**config.mk**
```make
export PLATFORM = sky130hd
export DESIGN_NAME = alu_subsys_top
export DESIGN_NICKNAME = d
export VERILOG_FILES = /design/src/hdl/alu_pkg.sv /design/src/hdl/alu_core.sv /design/src/hdl/divider_seq.sv /design/src/hdl/reg_file.sv /design/src/hdl/exec_ctrl.sv /design/src/hdl/alu_subsys_top.sv
export VERILOG_INCLUDE_DIRS = /design/src /design/src/include
export SDC_FILE = /design/constraint.sdc
export NUM_CORES = 1
export LEC_CHECK = 0
export ABC_AREA = 1
export BUFFER_PORTS_ARGS = -buffer_cell sky130_fd_sc_hd__buf_2
export CORE_ASPECT_RATIO = 1.4
export CORE_UTILIZATION = 60
export DETAILED_ROUTE_END_ITERATION = 6
export PLACE_DENSITY = 0.77
export SLEW_MARGIN = 20
export SYNTH_ARGS = -nofsm -noshare
export SYNTH_HDL_FRONTEND = slang
export SYNTH_SLANG_ARGS = --single-unit
export TNS_END_PERCENT = 100
```
**constraint.sdc**
```tcl
create_clock -name clk -period 9.1 [get_ports clk]
set_clock_uncertainty 0.1 [all_clocks]
set_input_delay 0.455 -clock clk [delete_from_list [all_inputs] [get_ports clk]]
set_output_delay 0.455 -clock clk [all_outputs]
set_load 0.005 [all_outputs]
```
**src/include/alu_config.svh**
```systemverilog
`ifndef ALU_CONFIG_SVH
`define ALU_CONFIG_SVH

// Datapath width of the execute unit
`define ALU_WIDTH    16

// Register file depth
`define ALU_NREGS    8

// Register index width, log2 of ALU_NREGS
`define ALU_REG_BITS 3

// Opcode field width in the instruction word
`define ALU_OP_BITS  4

// Immediate field width, zero-extended to ALU_WIDTH
`define ALU_IMM_BITS 5

// Instruction word layout, MSB first
//   register form   imm=0 | opcode | dest | src_a | src_b | pad
//   immediate form  imm=1 | opcode | dest | src_a | imm
// 1 + 4 + 3 + 3 + 3 + 2 = 16
// 1 + 4 + 3 + 3 + 5     = 16

`endif

```
**src/hdl/alu_pkg.sv**
```systemverilog
`include "alu_config.svh"

package alu_pkg;

  // Four-bit opcode encoding
  typedef enum logic [`ALU_OP_BITS-1:0] {
    OP_ADD = 4'b0000,
    OP_ADC = 4'b0001, // Uses stored carry
    OP_SUB = 4'b0010,
    OP_SBC = 4'b0011, // Uses stored carry as borrow in
    OP_MUL = 4'b0100, // Low half only
    OP_DIV = 4'b0101, // Multi-cycle in the divider block
    OP_AND = 4'b0110,
    OP_OR  = 4'b0111,
    OP_XOR = 4'b1000,
    OP_SHL = 4'b1001,
    OP_SHR = 4'b1010,
    OP_NOT = 4'b1011, // Operand a
    OP_CMP = 4'b1100, // Flags only
    OP_INC = 4'b1101, // Operand a
    OP_DEC = 4'b1110, // Operand a
    OP_MOV = 4'b1111  // Operand b
  } alu_op_e;

  // Bit 0 carry up to bit 3 zero
  typedef struct packed {
    logic zero;
    logic overflow;
    logic sign;
    logic carry;
  } alu_flags_t;

  // Register form with both sources from the register file
  typedef struct packed {
    logic                     is_imm; // 0 here
    alu_op_e                  opcode;
    logic [`ALU_REG_BITS-1:0] dest;
    logic [`ALU_REG_BITS-1:0] src_a;
    logic [`ALU_REG_BITS-1:0] src_b;
    logic [1:0]               pad;
  } instr_reg_t;

  // Immediate form where operand b is a small unsigned constant
  typedef struct packed {
    logic                     is_imm; // 1 here
    alu_op_e                  opcode;
    logic [`ALU_REG_BITS-1:0] dest;
    logic [`ALU_REG_BITS-1:0] src_a;
    logic [`ALU_IMM_BITS-1:0] imm;
  } instr_imm_t;

  // Bit 15 selects the view
  typedef union packed {
    instr_reg_t r;
    instr_imm_t i;
  } instr_u;

  // ALU input bundle
  typedef struct packed {
    alu_op_e                op;
    logic [`ALU_WIDTH-1:0]  op_a;
    logic [`ALU_WIDTH-1:0]  op_b;
    logic                   cin;
  } alu_operands_t;

endpackage

```
**src/hdl/alu_core.sv**
```systemverilog
`timescale 1ns/1ns
`include "alu_config.svh"

module alu_core (
  input  alu_pkg::alu_operands_t  operands,
  output logic [`ALU_WIDTH-1:0]   result,
  output alu_pkg::alu_flags_t     flags
);
  import alu_pkg::*;

  logic [`ALU_WIDTH:0]   wide;    // Extra MSB holds carry or borrow
  logic [`ALU_WIDTH-1:0] rhs;     // Second add/sub operand for overflow
  logic [`ALU_WIDTH-1:0] mul_lo;  // Low half of product
  logic                  is_add;  // Add-type op
  logic                  is_sub;  // Sub-type op
  logic                  a_msb;
  logic                  rhs_msb;
  logic                  res_msb;

  always_comb begin
    rhs    = operands.op_b;
    mul_lo = operands.op_a * operands.op_b; // Truncated to W by context
    is_add = 1'b0;
    is_sub = 1'b0;
    wide   = '0;
    case (operands.op)
      OP_ADD: begin
        wide   = {1'b0, operands.op_a} + {1'b0, operands.op_b};
        is_add = 1'b1;
      end
      OP_ADC: begin
        wide   = {1'b0, operands.op_a} + {1'b0, operands.op_b} + operands.cin;
        is_add = 1'b1;
      end
      OP_SUB: begin
        wide   = {1'b0, operands.op_a} - {1'b0, operands.op_b}; // MSB set on borrow
        is_sub = 1'b1;
      end
      OP_SBC: begin
        wide   = {1'b0, operands.op_a} - {1'b0, operands.op_b} - operands.cin;
        is_sub = 1'b1;
      end
      OP_MUL: wide = {1'b0, mul_lo};
      OP_DIV: wide = '0;              // Quotient taken from divider instead
      OP_AND: wide = {1'b0, operands.op_a & operands.op_b};
      OP_OR:  wide = {1'b0, operands.op_a | operands.op_b};
      OP_XOR: wide = {1'b0, operands.op_a ^ operands.op_b};
      // Shift amount >= W clears the word
      OP_SHL: wide = {1'b0, operands.op_a << operands.op_b};
      OP_SHR: wide = {1'b0, operands.op_a >> operands.op_b};
      OP_NOT: wide = {1'b0, ~operands.op_a};
      OP_CMP: begin
        wide   = {1'b0, operands.op_a} - {1'b0, operands.op_b};
        is_sub = 1'b1;
      end
      OP_INC: begin
        rhs    = `ALU_WIDTH'(1);
        wide   = {1'b0, operands.op_a} + 1'b1;
        is_add = 1'b1;
      end
      OP_DEC: begin
        rhs    = `ALU_WIDTH'(1);
        wide   = {1'b0, operands.op_a} - 1'b1; // Borrow when a is zero
        is_sub = 1'b1;
      end
      OP_MOV: wide = {1'b0, operands.op_b};
      default: wide = '0;
    endcase
  end

  assign result  = wide[`ALU_WIDTH-1:0];
  assign a_msb   = operands.op_a[`ALU_WIDTH-1];
  assign rhs_msb = rhs[`ALU_WIDTH-1];
  assign res_msb = result[`ALU_WIDTH-1];

  always_comb begin
    flags.carry = (is_add | is_sub) & wide[`ALU_WIDTH];
    flags.sign  = res_msb;
    // Signed overflow from operand signs vs result sign
    if (is_add)
      flags.overflow = (a_msb == rhs_msb) && (res_msb != a_msb);
    else if (is_sub)
      flags.overflow = (a_msb != rhs_msb) && (res_msb != a_msb);
    else
      flags.overflow = 1'b0;
    flags.zero  = ~|result;
  end

endmodule

```
**src/hdl/divider_seq.sv**
```systemverilog
`timescale 1ns/1ns
`include "alu_config.svh"

module divider_seq (
  input  logic                   clk,
  input  logic                   rst_n,
  input  logic                   start,
  input  logic [`ALU_WIDTH-1:0]  dividend,
  input  logic [`ALU_WIDTH-1:0]  divisor,
  output logic                   done,
  output logic [`ALU_WIDTH-1:0]  quotient
);

  logic                               busy;
  logic [$clog2(`ALU_WIDTH+1)-1:0]    count;   // Quotient bits still to produce
  logic [`ALU_WIDTH-1:0]              rem;     // Partial remainder
  logic [`ALU_WIDTH-1:0]              quo;     // Dividend shifts out, quotient shifts in
  logic [`ALU_WIDTH-1:0]              dvsr;
  logic [`ALU_WIDTH:0]                shifted; // Remainder with next dividend bit
  logic [`ALU_WIDTH:0]                diff;    // Trial subtraction

  assign shifted = {rem, quo[`ALU_WIDTH-1]};
  assign diff    = shifted - {1'b0, dvsr};

  // W iterations then a single done pulse
  always_ff @(posedge clk or negedge rst_n) begin
    if (!rst_n) begin
      busy  <= 1'b0;
      count <= '0;
      done  <= 1'b0;
    end else begin
      done <= 1'b0;
      if (start) begin
        busy  <= 1'b1;
        count <= `ALU_WIDTH;
      end else if (busy) begin
        count <= count - 1'b1;
        if (count == 1) begin // Last bit this cycle
          busy <= 1'b0;
          done <= 1'b1;
        end
      end
    end
  end

  // Datapath
  always_ff @(posedge clk) begin
    if (start) begin
      rem  <= '0;
      quo  <= dividend;
      dvsr <= divisor;
    end else if (busy) begin
      // Restore when trial goes negative
      rem <= diff[`ALU_WIDTH] ? shifted[`ALU_WIDTH-1:0] : diff[`ALU_WIDTH-1:0];
      quo <= {quo[`ALU_WIDTH-2:0], ~diff[`ALU_WIDTH]}; // Zero divisor gives all ones
    end
  end

  assign quotient = quo;

  // Controller must wait for done before a new start
  start_idle_chk: assert property (@(posedge clk) disable iff (!rst_n) start |-> !busy)
    else $error("divider_seq: start while busy");

  // One done pulse exactly W+1 cycles after start
  done_pulse_chk: assert property (
    @(posedge clk) disable iff (!rst_n) start |-> ##(`ALU_WIDTH+1) done ##1 !done)
    else $error("divider_seq: done not a single pulse W+1 cycles after start");

endmodule

```
**src/hdl/reg_file.sv**
```systemverilog
`timescale 1ns/1ns
`include "alu_config.svh"

module reg_file (
  input  logic                      clk,
  input  logic                      rst_n,
  input  logic [`ALU_REG_BITS-1:0]  rd_addr_a,
  input  logic [`ALU_REG_BITS-1:0]  rd_addr_b,
  output logic [`ALU_WIDTH-1:0]     rd_data_a,
  output logic [`ALU_WIDTH-1:0]     rd_data_b,
  input  logic                      wr_en,
  input  logic [`ALU_REG_BITS-1:0]  wr_addr,
  input  logic [`ALU_WIDTH-1:0]     wr_data
);

  logic [`ALU_WIDTH-1:0] regs [`ALU_NREGS]; // General purpose registers

  // Single write port, all registers cleared by reset
  always_ff @(posedge clk or negedge rst_n) begin
    if (!rst_n) begin
      regs <= '{default: '0};
    end else if (wr_en) begin
      regs[wr_addr] <= wr_data;
    end
  end

  // Async reads, old value seen during the write cycle
  assign rd_data_a = regs[rd_addr_a];
  assign rd_data_b = regs[rd_addr_b];

  wr_addr_known_chk: assert property (
    @(posedge clk) disable iff (!rst_n) wr_en |-> !$isunknown(wr_addr))
    else $error("reg_file: write with unknown address");

endmodule

```
**src/hdl/exec_ctrl.sv**
```systemverilog
`timescale 1ns/1ns
`include "alu_config.svh"

module exec_ctrl (
  input  logic                      clk,
  input  logic                      rst_n,
  input  logic                      req,
  input  alu_pkg::instr_u           instr,
  output logic                      ack,
  output logic [`ALU_WIDTH-1:0]     result,
  output alu_pkg::alu_flags_t       flags,
  output logic [`ALU_REG_BITS-1:0]  rd_addr_a,
  output logic [`ALU_REG_BITS-1:0]  rd_addr_b,
  input  logic [`ALU_WIDTH-1:0]     rd_data_a,
  input  logic [`ALU_WIDTH-1:0]     rd_data_b,
  output logic                      wr_en,
  output logic [`ALU_REG_BITS-1:0]  wr_addr,
  output logic [`ALU_WIDTH-1:0]     wr_data,
  output alu_pkg::alu_operands_t    alu_operands,
  input  logic [`ALU_WIDTH-1:0]     alu_result,
  input  alu_pkg::alu_flags_t       alu_flags,
  output logic                      div_start,
  input  logic                      div_done,
  input  logic [`ALU_WIDTH-1:0]     div_quotient
);
  import alu_pkg::*;

  typedef enum logic [1:0] {
    ST_IDLE,     // Waiting for req
    ST_EXEC,     // Operands read and ALU result valid
    ST_DIV_WAIT, // Divider running
    ST_ACK       // Raise ack, then wait for req low
  } state_e;

  state_e     state;
  instr_u     instr_q;   // Captured command
  alu_op_e    op;
  alu_flags_t div_flags;
  logic       is_div;
  logic       is_cmp;

  // Opcode, dest and src_a share positions in both views
  assign op     = instr_q.r.opcode;
  assign is_div = (op == OP_DIV);
  assign is_cmp = (op == OP_CMP);

  assign rd_addr_a = instr_q.r.src_a;
  assign rd_addr_b = instr_q.r.src_b; // Unused in immediate form

  // Operand b from register or zero-extended immediate
  always_comb begin
    alu_operands.op   = op;
    alu_operands.op_a = rd_data_a;
    alu_operands.op_b = instr_q.r.is_imm ?
                        {{(`ALU_WIDTH-`ALU_IMM_BITS){1'b0}}, instr_q.i.imm} : rd_data_b;
    alu_operands.cin  = flags.carry; // Stored carry for adc/sbc
  end

  assign div_start = (state == ST_EXEC) && is_div; // Divider latches operands here

  // Division sets only sign and zero
  always_comb begin
    div_flags          = '0;
    div_flags.sign     = div_quotient[`ALU_WIDTH-1];
    div_flags.zero     = ~|div_quotient;
  end

  // Combinational writeback lands on the same edge as flags
  assign wr_en   = ((state == ST_EXEC) && !is_div && !is_cmp) ||
                   ((state == ST_DIV_WAIT) && div_done);
  assign wr_addr = instr_q.r.dest;
  assign wr_data = (state == ST_DIV_WAIT) ? div_quotient : alu_result;

  always_ff @(posedge clk or negedge rst_n) begin
    if (!rst_n) begin
      state <= ST_IDLE;
      ack   <= 1'b0;
      flags <= '0;
    end else begin
      case (state)
        ST_IDLE: if (req) state <= ST_EXEC;
        ST_EXEC: begin
          if (is_div) begin
            state <= ST_DIV_WAIT;
          end else begin
            flags <= alu_flags; // cmp updates flags too
            state <= ST_ACK;
          end
        end
        ST_DIV_WAIT: begin
          if (div_done) begin
            flags <= div_flags;
            state <= ST_ACK;
          end
        end
        ST_ACK: begin
          if (!ack) begin
            ack <= 1'b1;        // One cycle after result registered
          end else if (!req) begin
            ack   <= 1'b0;
            state <= ST_IDLE;
          end
        end
        default: state <= ST_IDLE;
      endcase
    end
  end

  // Captured command and result
  always_ff @(posedge clk) begin
    if (state == ST_IDLE && req)
      instr_q <= instr;
    if (state == ST_EXEC && !is_div)
      result <= alu_result;
    else if (state == ST_DIV_WAIT && div_done)
      result <= div_quotient;
  end

  // Host may drop req as soon as it sees ack
  ack_needs_req_chk: assert property (
    @(posedge clk) disable iff (!rst_n) $rose(ack) |-> $past(req))
    else $error("exec_ctrl: ack raised without req");

  // Host keeps instr stable until ack
  instr_stable_chk: assert property (
    @(posedge clk) disable iff (!rst_n) (req && !ack) ##1 req |-> $stable(instr))
    else $error("exec_ctrl: instr changed while req pending");

endmodule

```
**src/hdl/alu_subsys_top.sv**
```systemverilog
`timescale 1ns/1ns
`include "alu_config.svh"

module alu_subsys_top (
  input  logic                  clk,
  input  logic                  rst_n,
  input  logic                  req,
  input  alu_pkg::instr_u       instr,
  output logic                  ack,
  output logic [`ALU_WIDTH-1:0] result,
  output alu_pkg::alu_flags_t   flags
);
  import alu_pkg::*;

  logic [`ALU_REG_BITS-1:0] rd_addr_a;
  logic [`ALU_REG_BITS-1:0] rd_addr_b;
  logic [`ALU_WIDTH-1:0]    rd_data_a;
  logic [`ALU_WIDTH-1:0]    rd_data_b;
  logic                     wr_en;
  logic [`ALU_REG_BITS-1:0] wr_addr;
  logic [`ALU_WIDTH-1:0]    wr_data;
  alu_operands_t            alu_operands; // Also feeds divider operands
  logic [`ALU_WIDTH-1:0]    alu_result;
  alu_flags_t               alu_flags;
  logic                     div_start;
  logic                     div_done;
  logic [`ALU_WIDTH-1:0]    div_quotient;

  exec_ctrl exec_ctrl_inst (
    .clk          (clk),
    .rst_n        (rst_n),
    .req          (req),
    .instr        (instr),
    .ack          (ack),
    .result       (result),
    .flags        (flags),
    .rd_addr_a    (rd_addr_a),
    .rd_addr_b    (rd_addr_b),
    .rd_data_a    (rd_data_a),
    .rd_data_b    (rd_data_b),
    .wr_en        (wr_en),
    .wr_addr      (wr_addr),
    .wr_data      (wr_data),
    .alu_operands (alu_operands),
    .alu_result   (alu_result),
    .alu_flags    (alu_flags),
    .div_start    (div_start),
    .div_done     (div_done),
    .div_quotient (div_quotient)
  );

  reg_file reg_file_inst (
    .clk       (clk),
    .rst_n     (rst_n),
    .rd_addr_a (rd_addr_a),
    .rd_addr_b (rd_addr_b),
    .rd_data_a (rd_data_a),
    .rd_data_b (rd_data_b),
    .wr_en     (wr_en),
    .wr_addr   (wr_addr),
    .wr_data   (wr_data)
  );

  alu_core alu_core_inst (
    .operands (alu_operands),
    .result   (alu_result),
    .flags    (alu_flags)
  );

  // Dividend is op_a, divisor op_b
  divider_seq divider_seq_inst (
    .clk      (clk),
    .rst_n    (rst_n),
    .start    (div_start),
    .dividend (alu_operands.op_a),
    .divisor  (alu_operands.op_b),
    .done     (div_done),
    .quotient (div_quotient)
  );

endmodule

```
Yosys cells after proc, flatten, opt, wreduce, memory -nomap -nowiden:

Index checks and enable logic that the tools add are counted.

* flip-flop bits (word level): 222
* input port bits: 19
* output and inout bits: 21
* logic and storage cells: 141

* add/sub/neg operators: 8
* multipliers: 1
* order comparisons: 4
* eq/ne operators: 27
* shifts and indexed selects: 2
* mux-type cells: 41
* bitwise gates (word level): 10
* reduce and logical (&&, ||, !) cells: 26

Operator list (count)
* one-hot mux 17 bit (15 select lines): 1
* 2-to-1 mux 16 bit: 13
* bitwise mux 128 bit: 1
* binary-select mux 16 bit (select 3 bit): 2
* demux 16 bit (select 3 bit): 1
* equality test 4 bit (second input constant): 8
* OR reduction 16 bit: 2
* adder 16 x 1 -> 17 bit (second input constant): 1
* adder 16 x 16 -> 17 bit: 1
* adder 17 x 1 -> 17 bit: 1
* subtractor 16 x 1 -> 17 bit (second input constant): 1
* subtractor 16 x 16 -> 17 bit: 1
* subtractor 17 x 1 -> 17 bit: 1
* subtractor 17 x 16 -> 17 bit: 1
* AND 16 bit: 1
* equality test 4 x 3 -> 1 bit (second input constant): 4
* multiplier 16 x 16 -> 16 bit: 1
* NOT 16 bit: 1
* bitwise OR 16 bit: 1
* << shifter 16 x 16 -> 16 bit: 1
* >> shifter 16 x 16 -> 16 bit: 1
* bitwise XOR 16 bit: 1
* 2-to-1 mux 1 bit: 13
* greater-or-equal comparator 4 bit (second input constant): 3
* other kinds (31): 57

Logic depth before layout (Yosys ltp):

* depth in word-level cells: 14
* depth in mapped cells: 44
* depth with buffers taken out: 40

By module:

From an unflattened synthesis, not the netlist that was laid out.

* cell total of the unflattened synthesis: 3915
* area, all modules: 24358.4 um^2

Modules (own cells, without submodules)
* alu_core: instances 1, cells each 2028, area each 11213.3 um^2, seq. area each 0.0 um^2
* reg_file: instances 1, cells each 1165, area each 7489.7 um^2, seq. area each 3203.1 um^2
* divider_seq: instances 1, cells each 467, area each 3358.2 um^2, seq. area each 1456.4 um^2
* exec_ctrl: instances 1, cells each 255, area each 2297.2 um^2, seq. area each 1136.1 um^2

Least setup slack after synthesis:

No wires, ideal clock.

* path type: reg-to-reg
* from: reg exec_ctrl_inst.instr_q[2] in the netlist's numbering
* to: reg reg_file_inst.regs[15] in the netlist's numbering
* setup time: 77 ps
* data arrival time: 6681 ps
* required time: 8923 ps
* path slack: 2242 ps
* cell stages (with the launch flop): 42
* buffers on the path: 6
* clock period less this slack: 6858 ps
* cell sequence: edfxtp_1 > buf_6 > buf_4 > buf_4 > nand2_1 > nand3_1 > nand2_1 > nand2_1 > nand3_1 > buf_2 > buf_2 > buf_1 > nand2_1 > fa_1 > fa_1 > fa_1 > inv_1 > ha_1 > (+6 left out) > inv_1 > a21oi_1 > nand2_1 > a21oi_1 > o21bai_1 > nand2_1 > inv_1 > nor2_1 > inv_1 > a21oi_1 > inv_1 > nand3_1 > nand3_1 > nand3_2 > nand2_2 > o21ai_4 > nand2_1 > o21ai_1

RTL lines
* start, declared: line exec_ctrl.sv:36 `instr_u instr_q;`
* start signal, assigned: line exec_ctrl.sv:112 `instr_q <= instr;`
* end signal, assigned by index: line reg_file.sv:23 `regs[wr_addr] <= wr_data;`
* end, declared: line reg_file.sv:16 `` logic [`ALU_WIDTH-1:0] regs [`ALU_NREGS]; ``

Final worst setup path:

* from: reg exec_ctrl_inst.instr_q[2] in the netlist's numbering
* to: reg reg_file_inst.regs[111] in the netlist's numbering

* longest elaborated chain between the ends: 10
* elaborated cells between the ends (all ways): 18
* those cells by class: add/sub (4); mul (1); shift (2); mux (7); bitwise (4)

RTL lines
* NOT 3 -> 4 bit (implied by the code): line reg_file.sv:29 `assign rd_data_b = regs[rd_addr_b];`
* binary-select mux 16 bit (select 3 bit): line reg_file.sv:29
* 2-to-1 mux 16 bit (implied by the code) (2 in series): line reg_file.sv:29
* 2-to-1 mux 16 bit (*): line exec_ctrl.sv:54 `alu_operands.op_b = instr_q.r.is_imm ?`
* parallel branches: the longest is 2 deep, another holds multiplier 16 x 16 -> 16 bit
* one-hot mux 17 bit (15 select lines) (*): line alu_core.sv:26 `case (operands.op)`
* 2-to-1 mux 16 bit (*): line exec_ctrl.sv:72 `assign wr_data = (state == ST_DIV_WAIT) ? div_quotient : alu_result;`
* bitwise mux 128 bit (*): line reg_file.sv:23

Every way passes the cells marked *. The select of a mux whose other input is x is not followed.
A chain may end at the register's enable or synchronous reset.

==> impl_metrics.env <==
export IMPL_cellPowerDensity_nw_per_um2=86.8
export IMPL_cts_path_max_buffers=3
export IMPL_worstSetupPathType="flip-flop to flip-flop"
export IMPL_arrival_ns=8.36
export IMPL_gr_total_overflow=0
export IMPL_io_buffers=39
export IMPL_timing_slew_headroom_pct=32.3
export IMPL_fmax_mhz=125
export IMPL_path_common_cell="inv_1"
export IMPL_mostFrequentLayoutCells="nand2_1 (1009), inv_1 (522), nand3_1 (288)"
export IMPL_status="completed"
export IMPL_drtIter0Drc=2474
export IMPL_num_rows=83
export IMPL_synth_async_reset_ratio_pct=64.0
export IMPL_period_needed_ns=8.02
export IMPL_synthToLayoutAreaGrowth_pct=6.81
export IMPL_maxSlewViolCount=0
export IMPL_grt_usage_pct=45.2
export IMPL_fillers=3232
export IMPL_layout_nets=3547
export IMPL_grt_max_degree=99
export IMPL_final_common_cell="nand2_1"
export IMPL_hpwl_um=63400
export IMPL_p_leak_nw=12.4
export IMPL_avgSynthCellArea_um2=6.71
export IMPL_tightestPinTransition_ns=1.01
export IMPL_vias=23300
export IMPL_cp_slowest_cell="fa_1"
export IMPL_synth_nets=3550
export IMPL_cp_slowest_stage_delay_ns=0.56
export IMPL_drc=0
export IMPL_hold_path_class="input port to flip-flop"
export IMPL_p_clk_share_pct=49.4
export IMPL_syn_area_um2=22200
export IMPL_critPathCaptureType="flip-flop"
export IMPL_yosysUniqueCellTypes=55
export IMPL_cts_hold_fix_buffers=10
export IMPL_synth_ff_latch_count=222
export IMPL_coreArea_um2=36600
export IMPL_synth_area_leaders="nand2_1 (17%), dfrtp_1 (16%), inv_1 (8.8%)"
export IMPL_hold_viol=0
export IMPL_power_frac_comb_pct=1.0
export IMPL_p_switching_w=0.000435
export IMPL_cap_viol_max_count=0
export IMPL_start_util_pct=60.8
export IMPL_ir_drop_mv=0.156
export IMPL_yosysTopAreaCell="nand2_1"
export IMPL_postCtsSetupBuffers=0
export IMPL_synth_top_area_share_pct=17.1
export IMPL_drive_above_1_share_pct=6.96
export IMPL_synth_cells=3308
export IMPL_cts_buffers_inserted=23
export IMPL_path_buf_inv=11
export IMPL_avgViaCountPerCell=6.15
export IMPL_cts_tree="built"
export IMPL_grt_pass1_vias=22800
export IMPL_rsz0062_at_grt="no"
export IMPL_gp_congestion=1.07
export IMPL_ctsResizeCount=0
export IMPL_worst_path_max_fanout=51
export IMPL_clkLatencyLatePin_ns=0.56
export IMPL_grt_pass1_wl_um=128000
export IMPL_ant_nets=0
export IMPL_holdWs_ns=0.00401
export IMPL_p_sw_share_pct=21.2
export IMPL_seqPwrFrac_pct=49.6
export IMPL_ys_seq_area_share_pct=26.1
export IMPL_crit_required_ns=9.44
export IMPL_cts_root_buf="clkbuf_16"
export IMPL_dr_pass1_iters=6
export IMPL_stdcell_area_um2=23700
export IMPL_start_kind="flip-flop"
export IMPL_die_width_um=165
export IMPL_cp_top_family="adder cells"
export IMPL_setup_viol=0
export IMPL_antenna_found_initial=1
export IMPL_synth_edff_count=64
export IMPL_antennaDiodeCount=0
export IMPL_ios=40
export IMPL_die_area_um2=37800
export IMPL_fin_tns_setup_ns=0
export IMPL_yosysWarningCount=0
export IMPL_p_int_w=0.00162
export IMPL_h_tree_depth=1
export IMPL_routed_wl_um=84900
export IMPL_path_clk_slew_ns=0.06
export IMPL_synth_ff_type="dfrtp_1"
export IMPL_timing_final_crit_share_pct=88.1
export IMPL_fp_dieH_um=230
export IMPL_clock_sinks=222
export IMPL_wl_per_cell_um=22.4
export IMPL_post_dp_cell_area_um2=22800
[cells by family after synthesis]
logic type      synth area share [%]
simple gates                    29.7
compound gates                  13.6
fa+ha+maj                       15.4
buf+inv                         12.2
xor+xnor                        1.97
mux                            0.963
flops                           26.1
[Yosys cell counts (7+ instances only)]
master     instances
ha_1             139
o21ai_2           11
inv_2             12
a21oi_1          133
xnor2_1           16
edfxtp_1          64
buf_1             15
fa_1              84
dfxtp_1           16
o21bai_1           8
nand3_1          289
inv_1            522
or2_2              7
nor2_1           195
nand3b_1          10
nor3_1            18
o211ai_1          30
clkbuf_1          59
a32o_1             8
nand4_1           34
xor2_1            34
buf_2             45
o22ai_1           17
mux2_2            19
o2111ai_1          8
dfrtp_1          142
o221ai_1           9
nand2_2           12
o21ai_1           24
o21ai_0          238
buf_4             13
buf_6              8
nand2_1         1009
[per-stage QoR]
| step | setup slack [ns] | instances | util [%] | power (W) |
|---|---|---|---|---|
| 4_1_cts | 1.26 | 3788 | 64.9 | 0.00206 |
| 6_report | 1.08 | 3788 | 64.9 | 0.00206 |
| 2_1_floorplan | 2.24 | 3308 | - | 0.00104 |
| 3_3_place_gp | 1.45 | 3737 | 62.4 | 0.00106 |
| 5_1_grt | 0.671 | 3788 | 64.9 | 0.00209 |
| 3_5_place_dp | 1.29 | 3737 | 62.4 | 0.00106 |
[worst register-to-register path, delay by kind of cell, from the launching register on]
| kind | cells | cell delay [ns] |
|---|---|---|
| AO/OA/AOI/OAI | 6 | 1.01 |
| flip-flops | 1 | 0.42 |
| adder cells (fa/ha/maj) | 7 | 3.16 |
| AND/OR/NAND/NOR | 15 | 2.12 |
| buffers and inverters | 11 | 1.11 |
[layer usage]
metal,vias up,wire length (um),track usage (%)
met4,2,8300,37.2
li1,10600,-,-
met5,-,16,0
met1,10900,29000,51.1
met2,1411,39300,73.6
met3,421,8320,8.44
[final cells by class]
type	count	area (um^2)	share of cell area [%]
multi-input cells	2408	13700	57.9
flip-flops and latches	222	5800	24.4
inverters	538	2020	8.53
repair buffers	112	787	3.32
clock buffers	35	711	3.00
well taps	467	584	2.46
clock inverters	6	87.6	0.369
[flip-flops by register name, indices dropped and copies added, names as in the netlist]
signal / flops
exec_ctrl_inst.alu_operands: 1
divider_seq_inst.dvsr: 16
divider_seq_inst.busy: 1
exec_ctrl_inst.ack: 1
divider_seq_inst.quotient: 16
reg_file_inst.regs: 128
exec_ctrl_inst.state: 2
exec_ctrl_inst.instr_q: 16
divider_seq_inst.done: 1
exec_ctrl_inst.flags: 3
divider_seq_inst.rem: 16
exec_ctrl_inst.result: 16
divider_seq_inst.count: 5
[final timing paths]
kind	start	cells after the start	end	slack, ns
worst max-delay path	exec_ctrl_inst.instr_q[2]$_DFFE_PP_	39	reg_file_inst.regs[111]$_DFFE_PN0P_	1.08
worst min-delay path	instr[11]	1	exec_ctrl_inst.instr_q[11]$_DFFE_PP_	0.004
worst max register to register	exec_ctrl_inst.instr_q[2]$_DFFE_PP_	39	reg_file_inst.regs[111]$_DFFE_PN0P_	1.08
worst min register to register	divider_seq_inst.rem[1]$_SDFFE_PP0P_	1	divider_seq_inst.rem[1]$_SDFFE_PP0P_	0.41
max in group asynchronous	rst_n	3	divider_seq_inst.busy$_DFF_PN0_	7.16
min in group asynchronous	rst_n	2	reg_file_inst.regs[58]$_DFFE_PN0P_	0.46
[power groups by stage]
| stage | Clock (W) | Sequential (W) | Combinational [W] |
|---|---|---|---|
| 6_report | 0.00102 | 0.00102 | 0.0000209 |
| 5_1_grt | 0.00105 | 0.00102 | 0.0000237 |
| 4_1_cts | 0.00101 | 0.00102 | 0.0000213 |
| 3_5_place_dp | 0 | 0.00104 | 0.0000179 |
| 3_3_place_gp | 0 | 0.00104 | 0.0000177 |
| 2_1_floorplan | 0 | 0.00104 | 0.00000000932 |
No activity file was read; power rests on OpenSTA's default activity.
